[config.mk]
export PLATFORM = sky130hd
export DESIGN_NAME = mips_core
export DESIGN_NICKNAME = d
export VERILOG_FILES = /design/src/mips_pkg.sv /design/src/reset_stretcher.sv /design/src/fetch_decode.sv /design/src/reg_file.sv /design/src/exec_stage.sv /design/src/mips_core.sv
export VERILOG_INCLUDE_DIRS = /design/src
export SDC_FILE = /design/constraint.sdc
export NUM_CORES = 2
export LEC_CHECK = 0
export BUFFER_PORTS_ARGS = -buffer_cell sky130_fd_sc_hd__buf_2
export CAP_MARGIN = 25
export CORE_MARGIN = 2
export CORE_UTILIZATION = 40
export CTS_CLUSTER_SIZE = 30
export DETAILED_ROUTE_END_ITERATION = 7
export PLACE_DENSITY = 0.62
export SLEW_MARGIN = 20
export SYNTH_ARGS = -nofsm -noshare
export SYNTH_HDL_FRONTEND = slang
export SYNTH_SLANG_ARGS = --single-unit
[constraint.sdc]
create_clock -name Clk -period 12.5 [get_ports Clk]
set_input_delay 1.25 -clock Clk [delete_from_list [all_inputs] [get_ports Clk]]
set_output_delay 1.25 -clock Clk [all_outputs]
set_load 0.005 [all_outputs]
[src/mips_core_settings.svh]
`ifndef MIPS_CORE_SETTINGS_SVH
`define MIPS_CORE_SETTINGS_SVH

// Datapath and address width
`define DATA_W 32

// Architectural registers, numbered with 5 bits
`define REG_NUM 32

// Boot vector of the first fetch
`define RESET_PC 32'hBFC0_0000

// Extra cycles the core stays in reset once the external reset drops
`define RST_HOLD 16

`endif

[src/mips_pkg.sv]
`include "mips_core_settings.svh"

package mips_pkg;

    localparam int REG_COUNT   = `REG_NUM;
    localparam int HOLD_CYCLES = `RST_HOLD;

    typedef logic [`DATA_W-1:0] word_t;
    typedef logic [$clog2(`REG_NUM)-1:0] reg_num_t;

    // Major opcodes handled by the core
    typedef enum logic [5:0] {
        OP_SPECIAL = 6'h00,
        OP_ADDIU   = 6'h09,
        OP_SLTI    = 6'h0A,
        OP_SLTIU   = 6'h0B,
        OP_ANDI    = 6'h0C,
        OP_ORI     = 6'h0D,
        OP_XORI    = 6'h0E,
        OP_LUI     = 6'h0F
    } opcode_e;

    // SPECIAL function field
    typedef enum logic [5:0] {
        FN_SLL  = 6'h00,
        FN_SRL  = 6'h02,
        FN_SRA  = 6'h03,
        FN_ADDU = 6'h21,
        FN_SUBU = 6'h23,
        FN_AND  = 6'h24,
        FN_OR   = 6'h25,
        FN_XOR  = 6'h26,
        FN_NOR  = 6'h27,
        FN_SLT  = 6'h2A,
        FN_SLTU = 6'h2B
    } funct_e;

    typedef enum logic [3:0] {
        ALU_ADD,
        ALU_SUB,
        ALU_AND,
        ALU_OR,
        ALU_XOR,
        ALU_NOR,
        ALU_SLT,
        ALU_SLTU,
        ALU_SLL,
        ALU_SRL,
        ALU_SRA,
        ALU_LUI
    } alu_op_e;

    // Decode to execute
    typedef struct packed {
        logic     valid;
        word_t    pc;
        alu_op_e  alu_op;
        reg_num_t rs_num;
        word_t    rs_val;
        reg_num_t rt_num;
        word_t    rt_val;
        logic     use_imm;
        word_t    imm;
        logic [4:0] shamt;
        logic     wr_en;
        reg_num_t rd_num;
    } dec_bundle_t;

    // Write-back register, also the debug port
    typedef struct packed {
        word_t    pc;
        logic [3:0] wen;
        reg_num_t num;
        word_t    data;
    } wb_bundle_t;

endpackage

[src/reset_stretcher.sv]
`timescale 1ns/1ps

module reset_stretcher
    import mips_pkg::*;
(
    input  logic Clk,
    input  logic Myreset,
    output logic o_core_rst
);

    localparam int CNT_W = $clog2(HOLD_CYCLES + 1);

    logic [CNT_W-1:0] hold_cnt;

    // Counter restarts on every external reset cycle
    always_ff @(posedge Clk) begin
        if (Myreset) begin
            hold_cnt   <= '0;
            o_core_rst <= 1'b1;
        end else if (o_core_rst) begin
            if (hold_cnt == CNT_W'(HOLD_CYCLES - 1)) begin
                o_core_rst <= 1'b0;
            end
            hold_cnt <= hold_cnt + 1'b1;
        end
    end

endmodule

[src/fetch_decode.sv]
`timescale 1ns/1ps
`include "mips_core_settings.svh"

module fetch_decode
    import mips_pkg::*;
(
    input  logic        Clk,
    input  logic        i_rst,
    input  logic        i_inst_valid,
    input  word_t       i_inst_data,
    output logic        o_inst_req,
    output word_t       o_inst_addr,
    output reg_num_t    o_rs_num,
    output reg_num_t    o_rt_num,
    input  word_t       i_rs_val,
    input  word_t       i_rt_val,
    output dec_bundle_t o_dec
);

    typedef enum logic [1:0] {
        IMM_SIGN,
        IMM_ZERO,
        IMM_UPPER
    } imm_kind_e;

    logic               req_q;
    logic [`DATA_W-1:0] pc_q;
    logic               accept;
    logic               dec_valid_q;
    word_t              dec_pc_q;
    word_t              dec_inst_q;

    opcode_e   opcode;
    funct_e    funct;
    imm_kind_e imm_kind;
    alu_op_e   alu_op;
    logic      use_imm;
    logic      wr_en;
    reg_num_t  dest;
    word_t     imm_ext;

    assign accept      = req_q && i_inst_valid;
    assign o_inst_req  = req_q;
    assign o_inst_addr = pc_q;

    always_ff @(posedge Clk) begin
        if (i_rst) begin
            req_q       <= 1'b0;
            pc_q        <= `RESET_PC;
            dec_valid_q <= 1'b0;
        end else begin
            req_q       <= 1'b1;
            // Empty slot when the supply side has nothing
            dec_valid_q <= accept;
            if (accept) begin
                pc_q <= pc_q + 32'd4;
            end
        end
    end

    always_ff @(posedge Clk) begin
        if (accept) begin
            dec_inst_q <= i_inst_data;
            dec_pc_q   <= pc_q;
        end
    end

    assign opcode   = opcode_e'(dec_inst_q[31:26]);
    assign funct    = funct_e'(dec_inst_q[5:0]);
    assign o_rs_num = dec_inst_q[25:21];
    assign o_rt_num = dec_inst_q[20:16];

    always_comb begin
        alu_op   = ALU_ADD;
        use_imm  = 1'b1;
        imm_kind = IMM_SIGN;
        wr_en    = 1'b1;
        dest     = dec_inst_q[20:16];
        case (opcode)
            OP_SPECIAL: begin
                use_imm = 1'b0;
                dest    = dec_inst_q[15:11];
                case (funct)
                    FN_SLL:  alu_op = ALU_SLL;
                    FN_SRL:  alu_op = ALU_SRL;
                    FN_SRA:  alu_op = ALU_SRA;
                    FN_ADDU: alu_op = ALU_ADD;
                    FN_SUBU: alu_op = ALU_SUB;
                    FN_AND:  alu_op = ALU_AND;
                    FN_OR:   alu_op = ALU_OR;
                    FN_XOR:  alu_op = ALU_XOR;
                    FN_NOR:  alu_op = ALU_NOR;
                    FN_SLT:  alu_op = ALU_SLT;
                    FN_SLTU: alu_op = ALU_SLTU;
                    default: wr_en = 1'b0;
                endcase
            end
            OP_ADDIU: alu_op = ALU_ADD;
            OP_SLTI:  alu_op = ALU_SLT;
            OP_SLTIU: alu_op = ALU_SLTU;
            OP_ANDI: begin
                alu_op   = ALU_AND;
                imm_kind = IMM_ZERO;
            end
            OP_ORI: begin
                alu_op   = ALU_OR;
                imm_kind = IMM_ZERO;
            end
            OP_XORI: begin
                alu_op   = ALU_XOR;
                imm_kind = IMM_ZERO;
            end
            OP_LUI: begin
                alu_op   = ALU_LUI;
                imm_kind = IMM_UPPER;
            end
            // Retires silently
            default: wr_en = 1'b0;
        endcase
    end

    always_comb begin
        case (imm_kind)
            IMM_ZERO:  imm_ext = {16'h0000, dec_inst_q[15:0]};
            IMM_UPPER: imm_ext = {dec_inst_q[15:0], 16'h0000};
            default:   imm_ext = {{16{dec_inst_q[15]}}, dec_inst_q[15:0]};
        endcase
    end

    always_comb begin
        o_dec.valid   = dec_valid_q;
        o_dec.pc      = dec_pc_q;
        o_dec.alu_op  = alu_op;
        o_dec.rs_num  = o_rs_num;
        o_dec.rs_val  = i_rs_val;
        o_dec.rt_num  = o_rt_num;
        o_dec.rt_val  = i_rt_val;
        o_dec.use_imm = use_imm;
        o_dec.imm     = imm_ext;
        o_dec.shamt   = dec_inst_q[10:6];
        // r0 is never a real destination
        o_dec.wr_en   = wr_en && (dest != '0);
        o_dec.rd_num  = dest;
    end

endmodule

[src/reg_file.sv]
`timescale 1ns/1ps

module reg_file
    import mips_pkg::*;
(
    input  logic       Clk,
    input  reg_num_t   i_rs_num,
    input  reg_num_t   i_rt_num,
    output word_t      o_rs_val,
    output word_t      o_rt_val,
    input  wb_bundle_t i_wb
);

    word_t regs [REG_COUNT];
    logic  wr;

    assign wr = |i_wb.wen;

    always_ff @(posedge Clk) begin
        if (wr) begin
            regs[i_wb.num] <= i_wb.data;
        end
    end

    // Same-cycle write is visible to the reader
    function automatic word_t read_port(input reg_num_t num);
        word_t val;
        if (num == '0) begin
            val = '0;
        end else if (wr && (i_wb.num == num)) begin
            val = i_wb.data;
        end else begin
            val = regs[num];
        end
        return val;
    endfunction

    always_comb begin
        o_rs_val = read_port(i_rs_num);
        o_rt_val = read_port(i_rt_num);
    end

endmodule

[src/exec_stage.sv]
`timescale 1ns/1ps
`include "mips_core_settings.svh"

module exec_stage
    import mips_pkg::*;
(
    input  logic        Clk,
    input  logic        i_rst,
    input  dec_bundle_t i_dec,
    output wb_bundle_t  o_wb
);

    logic [3:0] wen_q;
    word_t      pc_q;
    reg_num_t   num_q;
    word_t      data_q;

    logic  pending;
    word_t op_a;
    word_t rt_fwd;
    word_t op_b;
    word_t result;

    assign pending = |wen_q;

    // Take the write-back value over a stale register read
    function automatic word_t forward(input reg_num_t num, input word_t val);
        word_t sel;
        if (pending && (num_q == num)) begin
            sel = data_q;
        end else begin
            sel = val;
        end
        return sel;
    endfunction

    always_comb begin
        op_a   = forward(i_dec.rs_num, i_dec.rs_val);
        rt_fwd = forward(i_dec.rt_num, i_dec.rt_val);
        op_b   = i_dec.use_imm ? i_dec.imm : rt_fwd;
    end

    always_comb begin
        case (i_dec.alu_op)
            ALU_ADD:  result = op_a + op_b;
            ALU_SUB:  result = op_a - op_b;
            ALU_AND:  result = op_a & op_b;
            ALU_OR:   result = op_a | op_b;
            ALU_XOR:  result = op_a ^ op_b;
            ALU_NOR:  result = ~(op_a | op_b);
            ALU_SLT:  result = {{(`DATA_W-1){1'b0}}, $signed(op_a) < $signed(op_b)};
            ALU_SLTU: result = {{(`DATA_W-1){1'b0}}, op_a < op_b};
            // Shifts take rt and the shamt field
            ALU_SLL:  result = op_b << i_dec.shamt;
            ALU_SRL:  result = op_b >> i_dec.shamt;
            ALU_SRA:  result = word_t'($signed(op_b) >>> i_dec.shamt);
            ALU_LUI:  result = op_b;
            default:  result = '0;
        endcase
    end

    always_ff @(posedge Clk) begin
        if (i_rst) begin
            wen_q <= 4'b0000;
        end else begin
            wen_q <= (i_dec.valid && i_dec.wr_en) ? 4'b1111 : 4'b0000;
        end
    end

    always_ff @(posedge Clk) begin
        pc_q   <= i_dec.pc;
        num_q  <= i_dec.rd_num;
        data_q <= result;
    end

    always_comb begin
        o_wb.pc   = pc_q;
        o_wb.wen  = wen_q;
        o_wb.num  = num_q;
        o_wb.data = data_q;
    end

endmodule

[src/mips_core.sv]
`timescale 1ns/1ps

module mips_core
    import mips_pkg::*;
(
    input  logic       Clk,
    input  logic       Myreset,
    input  logic       i_inst_valid,
    input  word_t      i_inst_data,
    output logic       o_inst_req,
    output word_t      o_inst_addr,
    output wb_bundle_t o_wb
);

    logic        core_rst;
    reg_num_t    rs_num;
    reg_num_t    rt_num;
    word_t       rs_val;
    word_t       rt_val;
    dec_bundle_t dec;

    reset_stretcher u_reset_stretcher (
        .Clk        (Clk),
        .Myreset    (Myreset),
        .o_core_rst (core_rst)
    );

    fetch_decode u_fetch_decode (
        .Clk          (Clk),
        .i_rst        (core_rst),
        .i_inst_valid (i_inst_valid),
        .i_inst_data  (i_inst_data),
        .o_inst_req   (o_inst_req),
        .o_inst_addr  (o_inst_addr),
        .o_rs_num     (rs_num),
        .o_rt_num     (rt_num),
        .i_rs_val     (rs_val),
        .i_rt_val     (rt_val),
        .o_dec        (dec)
    );

    // Write port is the write-back register itself
    reg_file u_reg_file (
        .Clk      (Clk),
        .i_rs_num (rs_num),
        .i_rt_num (rt_num),
        .o_rs_val (rs_val),
        .o_rt_val (rt_val),
        .i_wb     (o_wb)
    );

    exec_stage u_exec_stage (
        .Clk   (Clk),
        .i_rst (core_rst),
        .i_dec (dec),
        .o_wb  (o_wb)
    );

endmodule

==> flow_summary.html <==
<table>
<tr><th>Metric</th><th>Value</th></tr>
<tr><th colspan="2">Status</th></tr>
<tr><td>Status</td><td>completed</td></tr>
<tr><th colspan="2">Floorplan</th></tr>
<tr><td>Chip Height</td><td>about 400 um</td></tr>
<tr><td>I/O pin cnt</td><td>~140</td></tr>
<tr><td>Die X</td><td>405 um</td></tr>
<tr><td>Placement row count</td><td>between 100 and 150</td></tr>
<tr><td>Placeable core area</td><td>approximately 160000 um2</td></tr>
<tr><td>Initial Util</td><td>0.402</td></tr>
<tr><td>Die footprint</td><td>between 150000 and 200000 um2</td></tr>
<tr><th colspan="2">Critical path</th></tr>
<tr><td>Startpoint of the worst register-to-register path</td><td>u_fetch_decode.dec_inst_q[31]</td></tr>
<tr><td>Critical Path End Type</td><td>flip-flop</td></tr>
<tr><td>Worst-path maximum fanout</td><td>21</td></tr>
<tr><td>Data arrival at the endpoint of the critical path</td><td>9.01 ns</td></tr>
<tr><td>Endpoint of the lowest-slack register-to-register path</td><td>u_exec_stage.data_q[29]</td></tr>
<tr><td>R2R cell count</td><td>22</td></tr>
<tr><td>Worst reg2reg setup slack</td><td>between 4 and 5 ns</td></tr>
<tr><td>Data required time at the worst endpoint</td><td>roughly 13 ns</td></tr>
<tr><td>Worst Path Class, Setup</td><td>reg -&gt; reg</td></tr>
<tr><td>Startpoint class of the critical path</td><td>flip-flop</td></tr>
<tr><th colspan="2">Timing</th></tr>
<tr><td>Min Clock Period, post-route</td><td>just over 8 ns</td></tr>
<tr><td>Worst Slack Setup Final</td><td>between 4 and 5 ns</td></tr>
<tr><td>Setup total negative slack</td><td>0 ns</td></tr>
<tr><td>Final Hold Violating Endpoints</td><td>0</td></tr>
<tr><td>Max transition margin</td><td>0.213</td></tr>
<tr><td>Finish-stage setup viols</td><td>0</td></tr>
<tr><td>Maximum clock skew at final layout</td><td>about 0.05 ns</td></tr>
<tr><td>Achievable frequency</td><td>120 MHz</td></tr>
<tr><td>Setup repair after global routing missed its margin</td><td>no</td></tr>
<tr><td>Total count of max-transition violations in the final report</td><td>0</td></tr>
<tr><td>Worst Tran Pin Value</td><td>between 1 and 1.5 ns</td></tr>
<tr><td>Post-route clock period utilization</td><td>0.665</td></tr>
<tr><td>Hold Worst Slack</td><td>approximately 0.33 ns</td></tr>
<tr><th colspan="2">GRT</th></tr>
<tr><td>Global-route wire length before repair</td><td>between 300000 and 400000 um</td></tr>
<tr><td>Most heavily used metal layer in global routing</td><td>met2</td></tr>
<tr><td>Global route total overflow</td><td>0</td></tr>
<tr><td>Met2 Use GR</td><td>0.466</td></tr>
<tr><td>Global routing met3 resource utilization</td><td>0.0897</td></tr>
<tr><td>Number of global-route vias before repair</td><td>44800</td></tr>
<tr><td>Maximum number of pins on one net before global-route repair</td><td>83</td></tr>
<tr><td>GR met1 Demand/Resource</td><td>0.411</td></tr>
<tr><td>Antenna violations before repair</td><td>6</td></tr>
<tr><td>Tot GR Track Use</td><td>0.308</td></tr>
<tr><th colspan="2">Drt</th></tr>
<tr><td>Post-DRT Antenna Nets</td><td>0</td></tr>
<tr><td>Via count</td><td>46800</td></tr>
<tr><td>Number of DRC violations after detailed routing</td><td>0</td></tr>
<tr><td>Via-to-Cell Ratio</td><td>6.92</td></tr>
<tr><td>DR iter-0 viols</td><td>a little over 8000</td></tr>
<tr><td>WL/cell</td><td>about 38 um</td></tr>
<tr><td>Pre-antenna DRT Iters</td><td>6</td></tr>
<tr><td>Detailed Route WL</td><td>about 260000 um</td></tr>
<tr><th colspan="2">Logic synthesis</th></tr>
<tr><td>Ranking of synthesized cells by area</td><td>sky130_fd_sc_hd__edfxtp_1 51%, sky130_fd_sc_hd__mux4_2 18%, sky130_fd_sc_hd__dfxtp_1 3.6%</td></tr>
<tr><td>Number of distinct library cells after synthesis</td><td>about 120</td></tr>
<tr><td>List of most frequent post-synthesis cells</td><td>1086 x sky130_fd_sc_hd__edfxtp_1, 515 x sky130_fd_sc_hd__mux4_2, 274 x sky130_fd_sc_hd__nor2_1</td></tr>
<tr><td>Most area-hungry cell type in the Yosys netlist</td><td>sky130_fd_sc_hd__edfxtp_1</td></tr>
<tr><td>Sequential fraction of the synthesis area</td><td>0.543</td></tr>
<tr><td>Number of synthesis warnings</td><td>0</td></tr>
<tr><td>Number of enable flip-flop cells after synthesis</td><td>roughly 1100</td></tr>
<tr><td>Synth Instances</td><td>~4400</td></tr>
<tr><td>Count leader, synth</td><td>sky130_fd_sc_hd__edfxtp_1</td></tr>
<tr><td>Post-synth design cell area</td><td>about 64000 um2</td></tr>
<tr><td>Leading register cell type out of synthesis</td><td>sky130_fd_sc_hd__edfxtp_1</td></tr>
<tr><td>Yosys top cell area share</td><td>0.507</td></tr>
<tr><td>Ys async rst share</td><td>0</td></tr>
<tr><td>Avg Inst Size Synth</td><td>between 10 and 15 um2</td></tr>
<tr><td>Number of storage elements in the synthesis netlist</td><td>1202</td></tr>
<tr><th colspan="2">Final layout</th></tr>
<tr><td>Utilization after layout</td><td>0.452</td></tr>
<tr><td>Area delta synth-&gt;final</td><td>12.4%</td></tr>
<tr><td>NumNets Final</td><td>approximately 4700</td></tr>
<tr><td>Share of final-layout standard cells stronger than drive strength 1</td><td>0.256</td></tr>
<tr><th colspan="2">Clocking</th></tr>
<tr><td>Library cell used as clock root buffer</td><td>sky130_fd_sc_hd__clkbuf_16</td></tr>
<tr><td>Clock Latency Late Sink</td><td>between 0.8 and 0.9 ns</td></tr>
<tr><td>Sink Count</td><td>roughly 1200</td></tr>
<tr><td>Clock-pin transition on the worst setup and hold timing paths</td><td>roughly 0.070 ns</td></tr>
<tr><td>Max Buffers Root-to-Sink</td><td>3</td></tr>
<tr><td>Post-CTS Setup Repair Bufs</td><td>0</td></tr>
<tr><td>H-tree levels</td><td>4</td></tr>
<tr><td>Number of buffers added by the clock tree synthesis step</td><td>136</td></tr>
<tr><td>CTS hold repair buffers</td><td>0</td></tr>
<tr><td>Resized cells post-CTS</td><td>0</td></tr>
<tr><td>TritonCTS clock tree</td><td>done</td></tr>
<tr><th colspan="2">Min path</th></tr>
<tr><td>Class of the most critical hold timing path</td><td>reg -&gt; reg</td></tr>
<tr><td>Worst hold stages</td><td>0</td></tr>
<tr><td>Worst min-delay path endpoint</td><td>u_exec_stage.pc_q[5]</td></tr>
<tr><td>Worst hold start</td><td>u_fetch_decode.dec_pc_q[5]</td></tr>
<tr><th colspan="2">Job</th></tr>
<tr><td>Max capacitance violation total</td><td>0</td></tr>
<tr><th colspan="2">Placement</th></tr>
<tr><td>Detail Placement HPWL</td><td>between 150000 and 200000 um</td></tr>
<tr><td>Final GP Congestion</td><td>1.02</td></tr>
<tr><td>Setup slack after placement</td><td>approximately 4.4 ns</td></tr>
<tr><td>IO buf count</td><td>between 100 and 150</td></tr>
<tr><th colspan="2">Power</th></tr>
<tr><td>Total power per unit cell area</td><td>about 110 nW/um2</td></tr>
<tr><td>Peak ir drop on the vdd network</td><td>roughly 0.00013 V</td></tr>
<tr><td>Leakage power figure</td><td>between 20 and 25 nW</td></tr>
</table>
state kept, by name, indices dropped and copies added (netlist names), named ones only:
| signal | count |
|---|---|
| u_reset_stretcher.o_core_rst | 1 |
| u_exec_stage.wen_q | 1 |
| u_fetch_decode.o_inst_addr | 30 |
| u_exec_stage.pc_q | 30 |
| u_exec_stage.data_q | 32 |
| u_fetch_decode.dec_valid_q | 1 |
| u_fetch_decode.dec_pc_q | 30 |
| u_reg_file.regs | 1024 |
| u_reset_stretcher.hold_cnt | 5 |
| u_fetch_decode.o_inst_req | 1 |
| u_exec_stage.num_q | 5 |
| u_fetch_decode.dec_inst_q | 32 |
layout by cell type (no fill, tap or decap), types with 31 or more instances in the layout:
cell type	count
sky130_fd_sc_hd__a31oi_1	33
sky130_fd_sc_hd__buf_4	188
sky130_fd_sc_hd__and3_1	31
sky130_fd_sc_hd__nor3_1	58
sky130_fd_sc_hd__a22oi_1	94
sky130_fd_sc_hd__nor2_4	33
sky130_fd_sc_hd__xor2_1	33
sky130_fd_sc_hd__o21ai_0	135
sky130_fd_sc_hd__nor2_1	238
sky130_fd_sc_hd__mux2i_1	190
sky130_fd_sc_hd__edfxtp_1	1086
sky130_fd_sc_hd__o22ai_1	73
sky130_fd_sc_hd__inv_1	100
sky130_fd_sc_hd__clkinv_1	34
sky130_fd_sc_hd__a21oi_1	158
sky130_fd_sc_hd__ha_1	109
sky130_fd_sc_hd__a221oi_1	35
sky130_fd_sc_hd__nand3_1	76
sky130_fd_sc_hd__clkbuf_16	139
sky130_fd_sc_hd__buf_2	137
sky130_fd_sc_hd__dfxtp_1	104
sky130_fd_sc_hd__a211oi_1	41
sky130_fd_sc_hd__nand2_1	242
sky130_fd_sc_hd__mux4_2	515
how the worst max path moves through the flow:
stage / cells past startpoint / slack [ns] / to / start
2_1_floorplan: 25 / 6.34 / u_exec_stage.data_q[29] / u_fetch_decode.dec_inst_q[31]
3_3_place_gp: 22 / 4.60 / u_exec_stage.data_q[29] / u_fetch_decode.dec_inst_q[31]
3_5_place_dp: 22 / 4.42 / u_exec_stage.data_q[29] / u_fetch_decode.dec_inst_q[31]
4_1_cts: 22 / 4.37 / u_exec_stage.data_q[29] / u_fetch_decode.dec_inst_q[31]
5_1_grt: 22 / 3.66 / u_exec_stage.data_q[27] / u_fetch_decode.dec_inst_q[31]
6_report: 22 / 4.18 / u_exec_stage.data_q[29] / u_fetch_decode.dec_inst_q[31]
report_power, final:
group | leakage, nW | switching (W) | internal [W] | total [W]
Combinational | 11.3 | 0.00000586 | 0.00000516 | 0.0000110
Sequential | 10.6 | 0.000000813 | 0.00431 | 0.00432
Clock | 2.10 | 0.00173 | 0.00223 | 0.00395
Total | 24.1 | 0.00173 | 0.00655 | 0.00828
metrics by stage:
| step | total power (W) | instances | cell area [um2] |
|---|---|---|---|
| 6_report | 0.00828 | 6760 | 72300 |
| 2_1_floorplan | 0.00441 | 4422 | 64300 |
| 3_3_place_gp | 0.00441 | 6508 | 67900 |
| 3_5_place_dp | 0.00441 | 6510 | 67900 |
| 4_1_cts | 0.00831 | 6755 | 72200 |
| 5_1_grt | 0.00847 | 6759 | 72300 |
critical path: stages (launching register included):
cell and delay (ns):
sky130_fd_sc_hd__edfxtp_1 0.46, sky130_fd_sc_hd__nor3b_1 0.30, sky130_fd_sc_hd__and2_1 0.39, sky130_fd_sc_hd__nand3_2 0.10, sky130_fd_sc_hd__buf_4 0.29, sky130_fd_sc_hd__ha_1 0.73, sky130_fd_sc_hd__nor2_1 0.23, sky130_fd_sc_hd__a21oi_1 0.79
sky130_fd_sc_hd__a32o_1 0.25, sky130_fd_sc_hd__nor2_1 0.07, sky130_fd_sc_hd__a21oi_1 0.70, sky130_fd_sc_hd__ha_1 0.39, sky130_fd_sc_hd__and4_1 0.27, sky130_fd_sc_hd__nand3_1 0.11, sky130_fd_sc_hd__a221oi_1 0.46, sky130_fd_sc_hd__o41ai_1 0.12
sky130_fd_sc_hd__buf_4 0.19, sky130_fd_sc_hd__o31ai_1 0.55, sky130_fd_sc_hd__o31ai_1 0.23, sky130_fd_sc_hd__o41ai_1 0.86, sky130_fd_sc_hd__mux2i_1 0.27, sky130_fd_sc_hd__o22ai_1 0.09, sky130_fd_sc_hd__or3_1 0.32
layout make-up:
type / instances / area [um2]
Antenna cell: 1 / 2.50
Clock buffer: 166 / 3620
Clock inverter: 79 / 707
Fill cell: 14000 / 87800
Inverter: 112 / 422
Multi-Input combinational cell: 2779 / 27700
Sequential cell: 1202 / 35000
Tap cell: 2086 / 2610
Timing Repair Buffer: 335 / 2260
logic make-up (layout without fill, tap and decap cells):
logic type                 after synthesis  after routing  share of synthesized area
DFF                                   1202           1202                      0.543
other                                    1              5                  0.0000583
xor gates and xnor gates                51             51                    0.00695
and+or+nand+nor                        883            883                     0.0655
buffers and inverters                  441            692                     0.0322
muxes                                  736            736                      0.218
adders and majority gates              111            111                     0.0218
AOI/OAI and AO/OA                      994            994                      0.112
layer usage:
metal  up-vias  wire length [um]
li1      18500                 -
met1     24100             96100
met2      3487            114000
met3       685             31500
met4         6             13400
met5         -                30
Power figures use the tool's default switching activity.
